<file path="config.mk">
export PLATFORM = sky130hd
export DESIGN_NAME = axi_master_arbiter
export DESIGN_NICKNAME = d
export VERILOG_FILES = /design/src/axi_pkg.sv /design/src/core_mem_pkg.sv /design/src/axi_master_arbiter.sv
export SDC_FILE = /design/constraint.sdc
export NUM_CORES = 1
export LEC_CHECK = 0
export ABC_AREA = 0
export BUFFER_PORTS_ARGS = -buffer_cell sky130_fd_sc_hd__buf_2
export CAP_MARGIN = 25
export CORE_AREA = 8 8 200 202
export CTS_CLUSTER_SIZE = 8
export DETAILED_ROUTE_END_ITERATION = 16
export DIE_AREA = 0 0 208 210
export GPL_TIMING_DRIVEN = 0
export PLACE_DENSITY = 0.41
export REMOVE_ABC_BUFFERS = 1
export SKIP_LAST_GASP = 1
export SLEW_MARGIN = 25
export SYNTH_ARGS = -nofsm -noshare
export SYNTH_HDL_FRONTEND = slang
export SYNTH_SLANG_ARGS = --single-unit
export TNS_END_PERCENT = 10
</file>
<file path="constraint.sdc">
create_clock -name clk -period 1.4 [get_ports clk]
set_clock_uncertainty 0.15 [all_clocks]
set_input_delay 0.28 -clock clk [delete_from_list [all_inputs] [get_ports clk]]
set_output_delay 0.28 -clock clk [all_outputs]
set_load 0.01 [all_outputs]
</file>
<file path="src/axi_pkg.sv">
/*
 * AXI4 definitions for the core memory port
 * address, data, strobe and ID types
 * ID values, response codes and burst code
 * channel payload structs for AW/AR, W, B and R
 */

package axi_pkg;

	typedef logic [31:0] addr_t;
	typedef logic [63:0] data_t;
	typedef logic [7:0]  strb_t;
	typedef logic [4:0]  axi_id_t;

	// core traffic vs core-local devices
	localparam axi_id_t id_core = 5'd1;
	localparam axi_id_t id_io   = 5'd2;

	typedef logic [1:0] resp_t;

	localparam resp_t resp_okay   = 2'b00;
	localparam resp_t resp_slverr = 2'b10;

	localparam logic [1:0] burst_incr = 2'b01;

	// shared by AW and AR
	typedef struct packed {
		axi_id_t    id;
		addr_t      addr;
		logic [7:0] len;
		logic [2:0] size;
		logic [1:0] burst;
	} axi_ax_t;

	typedef struct packed {
		data_t data;
		strb_t strb;
		logic  last;
	} axi_w_t;

	typedef struct packed {
		axi_id_t id;
		resp_t   resp;
	} axi_b_t;

	typedef struct packed {
		axi_id_t id;
		data_t   data;
		resp_t   resp;
		logic    last;
	} axi_r_t;

endpackage

</file>
<file path="src/core_mem_pkg.sv">
/*
 * core-side memory request and response types
 * fetch request, load/store request and response
 * size code for a full 64-bit access
 */

package core_mem_pkg;

	// 8-byte access
	localparam logic [2:0] size_dword = 3'd3;

	typedef struct packed {
		axi_pkg::addr_t addr;
	} fetch_req_t;

	// io marks core-local device accesses
	typedef struct packed {
		axi_pkg::addr_t addr;
		axi_pkg::data_t wdata;
		axi_pkg::strb_t wmask;
		logic [2:0]     size;
		logic           io;
	} lsu_req_t;

	typedef struct packed {
		axi_pkg::data_t rdata;
		logic           err;
	} lsu_rsp_t;

endpackage

</file>
<file path="src/axi_master_arbiter.sv">
/*
 * AXI4 master arbiter
 * fetch and load/store requests share one master port
 * read FSM with fetch priority, write FSM runs on its own
 * single-beat transfers, error reported back to the LSU
 */

`timescale 1ns/1ps

module axi_master_arbiter (
	input  logic                     clk,
	input  logic                     rst,

	input  logic                     fetch_ena,
	input  core_mem_pkg::fetch_req_t fetch_req,
	output axi_pkg::data_t           fetch_inst,
	output logic                     fetch_valid,

	input  logic                     lsu_re,
	input  logic                     lsu_we,
	input  core_mem_pkg::lsu_req_t   lsu_req,
	output core_mem_pkg::lsu_rsp_t   lsu_rsp,
	output logic                     lsu_valid,

	output axi_pkg::axi_ax_t         ar,
	output logic                     ar_valid,
	input  logic                     ar_ready,
	output axi_pkg::axi_ax_t         aw,
	output logic                     aw_valid,
	input  logic                     aw_ready,
	output axi_pkg::axi_w_t          w,
	output logic                     w_valid,
	input  logic                     w_ready,
	input  axi_pkg::axi_b_t          b,
	input  logic                     b_valid,
	output logic                     b_ready,
	input  axi_pkg::axi_r_t          r,
	input  logic                     r_valid,
	output logic                     r_ready
);
	import axi_pkg::*;
	import core_mem_pkg::*;

	typedef enum logic [1:0] {rd_idle, rd_addr, rd_read} rd_state_t;
	typedef enum logic [1:0] {wr_idle, wr_addr, wr_write, wr_resp} wr_state_t;

	rd_state_t rd_state;
	wr_state_t wr_state;
	logic      rd_fetch;
	axi_id_t   rd_id;
	axi_id_t   wr_id;
	logic      aw_done;

	logic ar_hs;
	logic aw_hs;
	logic w_hs;
	logic b_hs;
	logic r_hs;
	logic rd_done;
	logic wr_done;

	assign ar_hs   = ar_valid & ar_ready;
	assign aw_hs   = aw_valid & aw_ready;
	assign w_hs    = w_valid & w_ready & w.last;
	assign b_hs    = b_valid & b_ready;
	assign r_hs    = r_valid & r_ready & r.last;
	assign rd_done = (rd_state == rd_read) & r_hs;
	assign wr_done = (wr_state == wr_resp) & b_hs;

	// reads, one at a time, fetch wins
	always_ff @(posedge clk) begin
		if (rst) begin
			rd_state <= rd_idle;
			rd_fetch <= 1'b0;
			rd_id    <= id_core;
		end else begin
			case (rd_state)
				rd_idle: begin
					if (fetch_ena | lsu_re) begin
						rd_state <= rd_addr;
						rd_fetch <= fetch_ena;
						rd_id    <= (!fetch_ena && lsu_req.io) ? id_io : id_core;
					end
				end
				rd_addr: begin
					if (ar_hs) begin
						rd_state <= rd_read;
					end
				end
				rd_read: begin
					if (r_hs) begin
						rd_state <= rd_idle;
					end
				end
				default: rd_state <= rd_idle;
			endcase
		end
	end

	// writes, aw and w raised together
	always_ff @(posedge clk) begin
		if (rst) begin
			wr_state <= wr_idle;
			wr_id    <= id_core;
			aw_done  <= 1'b0;
		end else begin
			if (aw_hs) begin
				aw_done <= 1'b1;
			end
			case (wr_state)
				wr_idle: begin
					aw_done <= 1'b0;
					if (lsu_we) begin
						wr_state <= wr_addr;
						wr_id    <= lsu_req.io ? id_io : id_core;
					end
				end
				wr_addr: begin
					if (w_hs) begin
						wr_state <= wr_resp;
					end else if (aw_hs) begin
						wr_state <= wr_write;
					end
				end
				wr_write: begin
					if (w_hs) begin
						wr_state <= wr_resp;
					end
				end
				wr_resp: begin
					if (b_hs) begin
						wr_state <= wr_idle;
					end
				end
				default: wr_state <= wr_idle;
			endcase
		end
	end

	always_comb begin
		ar.id    = rd_id;
		ar.addr  = rd_fetch ? fetch_req.addr : lsu_req.addr;
		ar.len   = 8'd0;
		ar.size  = rd_fetch ? size_dword : lsu_req.size;
		ar.burst = burst_incr;

		aw.id    = wr_id;
		aw.addr  = lsu_req.addr;
		aw.len   = 8'd0;
		aw.size  = lsu_req.size;
		aw.burst = burst_incr;

		w.data = lsu_req.wdata;
		w.strb = lsu_req.wmask;
		w.last = 1'b1;
	end

	assign ar_valid = (rd_state == rd_addr);
	// aw may still be owed if w went first
	assign aw_valid = (wr_state == wr_addr) | ((wr_state == wr_resp) & ~aw_done);
	assign w_valid  = (wr_state == wr_addr) | (wr_state == wr_write);
	assign b_ready  = 1'b1;
	assign r_ready  = 1'b1;

	assign fetch_inst  = r.data;
	assign fetch_valid = rd_done & rd_fetch;
	assign lsu_valid   = (rd_done & ~rd_fetch) | wr_done;

	// a fetch may finish alongside a store response
	always_comb begin
		lsu_rsp.rdata = r.data;
		lsu_rsp.err   = (rd_done & ~rd_fetch) ? (r.resp != resp_okay) : (b.resp != resp_okay);
	end

	a_lsu_one_dir: assert property (@(posedge clk) disable iff (rst)
		!(lsu_re && lsu_we));

	a_r_id: assert property (@(posedge clk) disable iff (rst)
		(rd_state == rd_read && r_valid) |-> (r.id == rd_id));

	a_b_id: assert property (@(posedge clk) disable iff (rst)
		b_valid |-> (b.id == wr_id));

	// requester must hold its address too
	a_ar_hold: assert property (@(posedge clk) disable iff (rst)
		(ar_valid && !ar_ready) |=> (ar_valid && $stable(ar)));

endmodule

</file>
==> results.md, run 1 <==
* Final cycle utilization of the critical path at 127%
* Routed WL at 41.4 mm
* Crit path max-delay family: flip-flops
* Combinational share of power at 55.8%
* Layout area overhead at -12.7%
* Fin. max-slew vios at 0
* Worst Path Required at 970 ps
* WP buf/inv at 2
* Post-synthesis instance area at 0.00296 mm²
* Worst skew pair latency at 230 ps
* First-pass GRT wire length at 46.6 mm
* CTS tree: built
* Routed vias/inst at 2.76
* RSZ-0062 raised after global routing: true
* Final hold slack at 171 ps
* WL/cell at 53.7 µm
* DP HPWL at 40.0 mm
* H-tree depth at 1
* Met1 Use GR at 8.69%
* Routability cong. at 0.899
* Top-Level Pins at 538
* Share of cells above drive strength 1 at 70.0%
* Die X-Extent at 208 µm
* Outcome: finished with violations
* Max Fanout on Critical Path at 29
* Antenna violations before repair at 6
* Grt peak-use layer: met3
* Gr usage total at 18.0%
* Synth top area share at 67.1%
* LEAKAGE at 1.16 nW
* M2 GR Usage at 29.9%
* # setup viols final at 44
* Most frequent cells in the layout: 161 x buf_2, 32 x mux2_2, 29 x conb_1
* DRT iter0 DRCs at 127
* Rows at 71
* Core Box Area at 0.0370 mm²
* Failing checks: negative setup slack
* Inst Count DP at 765
* Pre-CTS WS at -462 ps
* Antenna Nets Post-Route at 0
* Syn avg cell area at 8.01 µm²
* Clock tree root driver cell: clkbuf_16
* CP Capture Type: output pin
* F_max at 562 MHz
* Crit path launch type: register
* Yosys top cell by area: buf_4
* Worst vdd ir at 0.229 mV
* Initial Util at 8.02%
* Max cap viols at 0
* Max incr delay on CP at 380 ps
* Sw Ratio at 40.7%
* Power share of the clock group at 24.7%
* Grt met3 use at 30.1%
* Yosys reg bits at 10
* Fin. Hold Viols at 0
* Final worst slack at -380 ps
* Power Dens Cells at 790 mW/mm²
* Clock sinks at 10
* Router iterations before antenna repair at 4
* CTS Buf Count at 3
* DRC at 0
* Synth area leaders: buf_4 67%, mux2_2 12%, dfxtp_1 6.8%, ha_1 2.1%, a21oi_1 1.4%
* Seq/Total Area, Yosys at 6.76%
* Final Net Count at 533
* CP cell instances: buf_12 > mux2_2 > buf_2
* Internal power component at 1.21 mW
* Die Y at 210 µm
* Clock buffer depth at 2
* Arr. time, crit path at 1350 ps
* Die area at 0.0437 mm²
* Worst setup path class: register to output pin
* Hold crit path type: input port to register
* Most common cell after layout, fill and taps aside: buf_2
* Vias in the first global route at 2,322
* Largest net degree at the start of global routing at 30
* Slowest cell on crit path: dfxtp_4
* Via count at 2,131
* Min Tclk post-route at 1780 ps
* Grt ovf at 0
* Flop pwr share at 19.5%
* IO Port Bufs at 162
* Synthesis warning total at 0
* NetSw at 0.831 mW
* Post-Syn Instances at 370
* Post-Layout Cell Count at 772
* Clk slew on worst S/H paths at 40 ps
* Library cells used by synthesis at 30
-- synth_stat cells (all sizes together) --
cell / number
nor4b: 1
and4bb: 1
or2: 2
o21bai: 1
o21ai: 4
nand2: 6
inv: 6
ha: 5
o41ai: 1
conb: 2
buf: 268
o221ai: 1
and3b: 1
o311a: 1
nand2b: 3
dfxtp: 10
nor2: 5
a22oi: 2
nor2b: 1
and2b: 1
mux2: 32
nor3: 2
a21o: 2
and3: 1
a21oi: 8
nand4b: 1
clkbuf: 1
o211ai: 1
-- registers in the layout, indices dropped and copies added (netlist names) --
name / cells
rd_state: 2
wr_id: 2
rd_fetch: 1
wr_state: 2
rd_id: 2
aw_done: 1
-- path summary, 6_finish.rpt --
check             slack [ps]         from     endpoint  cells after the start
hold reg to reg          310     rd_id[1]     rd_id[1]                      2
setup reg to reg        -320  wr_state[0]  wr_state[0]                      5
hold / removal           170    fetch_ena     rd_fetch                      3
setup / recovery        -380     rd_fetch       ar[19]                      3
-- routing by layer --
metal / wire, µm / vias up
met1: 7330 / 816
met4: 341 / 12
li1: - / 738
met5: 248 / -
met3: 14400 / 21
met2: 19100 / 544
-- kinds of logic (layout without fill, tap and decap cells) --
family / Yosys count / after routing / synth area share (%)
mux: 32 / 32 / 12.2
fa+ha+maj: 5 / 5 / 2.11
buf+inv: 275 / 175 / 69.0
flops: 10 / 10 / 6.76
other cells: 2 / 30 / 0.253
simple gates: 25 / 25 / 5.28
compound gates: 21 / 21 / 4.48
-- power by group through the flow --
stage	logic (mW)	registers (mW)	clock network, mW
floorplan	0.555	0.416	0
global placement	1.09	0.437	0
detailed placement	1.12	0.413	0
CTS	1.15	0.397	0.513
global route	1.25	0.406	0.535
finish	1.14	0.398	0.505
-- worst min-delay path, cell delays in order --
cell and delay [ps]:
buf_2 100, a22oi_1 70, nor2_1 70
-- per-stage QoR --
stage          setup TNS (ps)  power [mW]  cell area (µm²)  util [%]
2_1_floorplan          -20970       0.971             1040         -
3_3_place_gp           -47190        1.53             2450      6.62
3_5_place_dp           -11340        1.54             2470      6.68
4_1_cts                -14530        2.06             2580      6.99
5_1_grt                -16570        2.19             2590      7.00
6_report               -13840        2.04             2590      7.00
-- repair_timing --
item	in CTS	in global routing
endpoints found under the setup margin	44	49
buffers inserted	3	0
resized for setup	7	0
pin swaps	1	0
hold buffers	0	0
-- cell type report --
| type | count | area (µm²) |
|---|---|---|
| fill | 4406 | 34400 |
| timing repair buffer | 166 | 863 |
| multi-input combinational | 112 | 821 |
| tap | 474 | 593 |
| sequential | 10 | 209 |
| clock buffer | 3 | 75.1 |
| inverter | 6 | 22.5 |
| antenna | 1 | 2.50 |
No activity file was read; power rests on OpenSTA's default activity.
==> run 2: changes to the inputs <==
--- a/config.mk
+++ b/config.mk
@@ -14,10 +14,9 @@
 export DIE_AREA = 0 0 208 210
 export GPL_TIMING_DRIVEN = 0
 export PLACE_DENSITY = 0.41
-export REMOVE_ABC_BUFFERS = 1
 export SKIP_LAST_GASP = 1
 export SLEW_MARGIN = 25
 export SYNTH_ARGS = -nofsm -noshare
 export SYNTH_HDL_FRONTEND = slang
 export SYNTH_SLANG_ARGS = --single-unit
-export TNS_END_PERCENT = 10
+export TNS_END_PERCENT = 1
==> run 2 against run 1 <==
The flow still finishes with violations (negative setup slack). Sequential share of layout area fell by 4.5 points. Clock power rose by 13%. Count of clock-buffer cells in the layout rose by 1. Register-to-register slack improved by 190 ps. Fmax fell by 3.9%. Via count rose by 57%. Sequential power rose by 2%. Design area rose by 120%. Largest power group unchanged. Hold slack got worse by 8.8 ps. Critical path depth rose by 1. Sequential cell count did not move. Total power rose by 61%.
==> results.md, run 2 (synthesis gave the netlist of run 1 again) <==
* Clock tree root driver cell: clkbuf_16
* Die Y at 210 µm
* Antenna violations before repair at 2
* Seq. cell area at 206 µm²
* DP HPWL at 15.1 mm
* Hold Crit Start: ar_ready
* Max incr delay on CP at 360 ps
* Crit path launch type: register
* Worst setup path class: register to output pin
* Clock sinks at 10
* Die area at 0.0437 mm²
* WL/cell at 13.2 µm
* Final worst slack at -453 ps
* Rows at 71
* Initial Util at 8.02%
* Final cycle utilization of the critical path at 132%
* Pre-CTS WS at -520 ps
* Fin. Hold Viols at 0
* CTS tree: built
* Layout area overhead at 93.0%
* Failing checks: negative setup slack
* Min Tclk post-route at 1850 ps
* Share of cells above drive strength 1 at 88.8%
* F_max at 540 MHz
* Routed vias/inst at 2.70
* Worst skew pair latency at 240 ps
* Vias in the first global route at 3,554
* Arr. time, crit path at 1420 ps
* Hold crit path type: input port to register
* Gr usage total at 6.45%
* Antenna Nets Post-Route at 0
* Multi-input logic area at 860 µm²
* Clk slew on worst S/H paths at 40 ps
* Top-Level Pins at 538
* FF-to-FF Start: wr_state[0]
* First-pass GRT wire length at 22.3 mm
* Clock buffer depth at 2
* Most common cell after layout, fill and taps aside: buf_2
* Max Fanout on Critical Path at 7
* H-tree depth at 1
* Power Dens Cells at 575 mW/mm²
* Crit path from: rd_fetch
* CP dominant cell by count: buf_12
* Die X-Extent at 208 µm
* Outcome: finished with violations
* Max cap viols at 0
* Via count at 3,344
* DRT iter0 DRCs at 75
* # setup viols final at 43
* RSZ-0062 raised after global routing: true
* Setup TNS at -16,310 ps
* Reg2Reg Setup Slack at -130 ps
* Core Box Area at 0.0370 mm²
* Fin. max-slew vios at 0
* Routability cong. at 0.829
* Final Net Count at 1,001
* Grt ovf at 0
* Largest net degree at the start of global routing at 11
* WP buf/inv at 3
* Slowest cell on crit path: dfxtp_4
* Worst vdd ir at 0.329 mV
* Hold_buf cts at 0
* CP Capture Type: output pin
* Worst Path Required at 970 ps
* CTS Buf Count at 3
* CP cell instances: buf_12 > buf_12 > mux2_2 > buf_2
* Router iterations before antenna repair at 4
* Crit path max-delay family: buffers and inverters
* N_diodes at 0
* Most frequent cells in the layout: 357 x buf_2, 265 x buf_4, 29 x conb_1
* Fillers at 4,229
* LEAKAGE at 3.30 nW
* DRC at 0
* Routed WL at 16.4 mm
* IO Port Bufs at 361
[run 2: cell types whose count changed in the layout (fill, tap and decap cells not counted), sizes merged]
cell	change
clkbuf	+3
diode	-1
buf	+466
[run 2: final timing paths]
| check | endpoint | cells after the start |
|---|---|---|
| hold reg to reg | rd_id[1] | 2 |
| hold / removal | rd_state[1] | 3 |
| setup reg to reg | wr_state[0] | 5 |
| setup / recovery | ar[37] | 4 |
[run 2: layout make-up]
type                            count  area share [%]
Buffer                            269            35.9
Clock buffer                        4            1.55
Inverter                            6           0.394
Multi-Input combinational cell    112            15.0
Sequential cell                    10            3.61
Tap cell                          474            10.4
Timing Repair Buffer              365            33.2
[run 2: worst register-to-register path, delay by kind of cell, from the launching register on]
kind | cells | cell delay, ps
compound gates | 2 | 570
flops | 1 | 360
fa+ha+maj | 1 | 200
buf+inv | 1 | 80
simple gates | 1 | 60
[run 2: where the power goes]
group	switching (mW)	internal [mW]	total [mW]	leakage [nW]
Combinational	1.04	1.27	2.31	3.17
Sequential	0.0595	0.347	0.406	0.0835
Clock	0.140	0.430	0.570	0.0442
[run 2: stage by stage]
stage,power (mW),hold WS [ps],cells,instance area (µm²),utilization (%)
2_1_floorplan,1.82,290,397,3080,-
3_3_place_gp,2.67,299,1232,5480,14.8
3_5_place_dp,2.66,305,1232,5480,14.8
4_1_cts,3.30,167,1239,5670,15.3
5_1_grt,3.52,178,1240,5720,15.5
6_report,3.29,162,1240,5720,15.5
[run 2: per-layer routing]
metal	up-vias	global-route usage [%]	share of wire (%)
met5	-	0	0.16
met4	4	1.42	1.2
met3	12	2.72	10
met2	243	12.4	54
met1	1412	6.39	34
li1	1673	-	-
[run 2: what timing repair did]
action | 4_1_cts | 5_1_grt
pin swaps | 1 | 0
resized for setup | 19 | 6
setup endpoints to repair | 44 | 44
setup buffers | 3 | 0
hold endpoints to repair | 0 | 0
gates cloned | 0 | 1
==> run 3: changes to the inputs <==
--- a/config.mk
+++ b/config.mk
@@ -14,7 +14,6 @@
 export DIE_AREA = 0 0 208 210
 export GPL_TIMING_DRIVEN = 0
 export PLACE_DENSITY = 0.41
-export SKIP_LAST_GASP = 1
 export SLEW_MARGIN = 25
 export SYNTH_ARGS = -nofsm -noshare
 export SYNTH_HDL_FRONTEND = slang
==> run 3 against run 2 <==
The run still ends with negative setup slack left. Utilization up 0.43 points. Register-to-register slack improved by 20 ps. Die area unchanged. Clock power about the same. Fmax is 0.59% higher. Via count increased by 0.99%. Wire length rose by 0.94%. Count of clock-buffer cells in the layout is the same. Combinational power up 6%. Non-clock buffer count stayed put. Cell count unchanged. First-iteration DRC count is 17% lower.
==> results.md, run 3 (synthesis gave the netlist of run 1 again) <==
* H-tree depth at 1
* Router iterations before antenna repair at 4
* Antenna Nets Post-Route at 0
* IO Port Bufs at 361
* Most frequent cells in the layout: 343 x buf_2, 265 x buf_4, 29 x conb_1
* CP cell instances: buf_12 > buf_12 > mux2_4 > buf_6
* Layout area overhead at 98.3%
* Worst skew pair latency at 240 ps
* Via count at 3,377
* Clock sinks at 10
* Die Y at 210 µm
* Top-Level Pins at 538
* Core Box Area at 0.0370 mm²
* Outcome: finished with violations
* Final worst slack at -442 ps
* Min-Delay Path Depth at 3
* Grt ovf at 0
* Arr. time, crit path at 1410 ps
* Hold Crit Endpoint: rd_state[1]
* Max incr delay on CP at 360 ps
* Initial Util at 8.02%
* Routability cong. at 0.829
* DP HPWL at 15.1 mm
* Antenna violations before repair at 2
* CP dominant cell by count: buf_12
* Reg2Reg Setup Slack at -110 ps
* Power Total at 3.46 mW
* Sw Ratio at 37.1%
* Worst Path Required at 970 ps
* Gr usage total at 6.50%
* Clock tree root driver cell: clkbuf_16
* CTS tree: built
* Rows at 71
* Hold_buf cts at 0
* Final Net Count at 1,001
* Fin. Hold Viols at 0
* Min Tclk post-route at 1840 ps
* Failing checks: negative setup slack
* Most common cell after layout, fill and taps aside: buf_2
* Clock buffer depth at 2
* Power share of the clock group at 16.5%
* Flop pwr share at 12.4%
* Final cycle utilization of the critical path at 132%
* Worst vdd ir at 0.340 mV
* Final hold slack at 161 ps
* N_diodes at 0
* Worst setup path class: register to output pin
* RSZ-0062 raised after global routing: true
* Slowest cell on crit path: dfxtp_4
* Hold crit path type: input port to register
* WP buf/inv at 3
* Routed vias/inst at 2.72
* # setup viols final at 42
* Final instance area at 0.00588 mm²
* Largest net degree at the start of global routing at 11
* CTS Buf Count at 3
* Power Dens Cells at 588 mW/mm²
* LEAKAGE at 3.38 nW
* Fillers at 4,224
* Crit path max-delay family: buffers and inverters
* Share of cells above drive strength 1 at 89.3%
* F_max at 543 MHz
* Cell Area, Placed at 0.00548 mm²
* First-pass GRT wire length at 22.5 mm
* Combinational share of power at 71.1%
* Vias in the first global route at 3,601
* Max Fanout on Critical Path at 8
* Pre-CTS WS at -520 ps
* WL/cell at 13.3 µm
* NetSw at 1.28 mW
* Die area at 0.0437 mm²
* Internal power component at 2.17 mW
* Max cap viols at 0
* FF-to-FF Start: wr_state[0]
* Fin. max-slew vios at 0
* Hold Crit Start: ar_ready
* DRC at 0
* Die X-Extent at 208 µm
* Crit path launch type: register
* Worst-case reg-to-reg path depth at 5
* FF-to-FF End: wr_state[0]
* DRT iter0 DRCs at 62
* Routed WL at 16.5 mm
* CP Capture Type: output pin
* Clk slew on worst S/H paths at 40 ps
-- run 3: cell counts in the layout (fill, tap and decap cells not counted) --
Identical to the previous run, type by type.
-- run 3: worst max-delay path by stage --
stage	slack, ps	cells after the start	to	from
after floorplan	-50	5	wr_state[0]	wr_state[0]
after detailed placement	-520	4	ar[39]	rd_fetch
final	-440	4	ar[38]	rd_fetch
after global routing	-490	4	ar[39]	rd_fetch
after CTS	-470	4	ar[42]	rd_fetch
after global placement	-540	4	ar[39]	rd_fetch
-- run 3: per-stage QoR --
step                instances  TNS, ps  utilization, %
floorplan                 397     -113               -
global placement         1232   -11630            14.8
detailed placement       1232   -10990            14.8
CTS                      1239   -16810            15.7
global route             1240   -17830            15.9
finish                   1240   -15670            15.9
-- run 3: area by class of cell --
| class | count | area [µm²] | share of cell area, % |
|---|---|---|---|
| clock buffer | 4 | 88.8 | 1.51 |
| buffer | 269 | 2050 | 34.9 |
| sequential | 10 | 214 | 3.64 |
| tap | 474 | 593 | 10.1 |
| timing repair buffer | 365 | 1980 | 33.8 |
| inverter | 6 | 27.5 | 0.468 |
| multi-input combinational | 112 | 917 | 15.6 |
-- run 3: what timing repair did --
item	CTS	global route
gates cloned	0	1
gates resized for setup	50	10
pin swaps	4	1
buffers inserted	3	0
setup endpoints to repair	44	42
-- run 3: power by group through the flow --
stage / clock network [mW] / registers [mW] / logic [mW]
after floorplan: 0 / 0.402 / 1.42
after global placement: 0 / 0.410 / 2.26
after detailed placement: 0 / 0.408 / 2.25
after CTS: 0.581 / 0.428 / 2.44
after global routing: 0.595 / 0.439 / 2.65
final: 0.570 / 0.428 / 2.46
-- run 3: tightest hold or removal path: cells and delay by family --
family          cells  cell delay [ps]
buf+inv             1               90
compound gates      1               70
simple gates        1               80
-- run 3: per-layer routing --
layer | track usage [%] | wire length, µm | vias up | share of wire, %
met4 | 1.47 | 280 | 4 | 1.7
li1 | - | - | 1672 | -
met3 | 2.75 | 1710 | 16 | 10
met2 | 12.5 | 8860 | 247 | 54
met5 | 0 | 27 | - | 0.16
met1 | 6.41 | 5660 | 1438 | 34
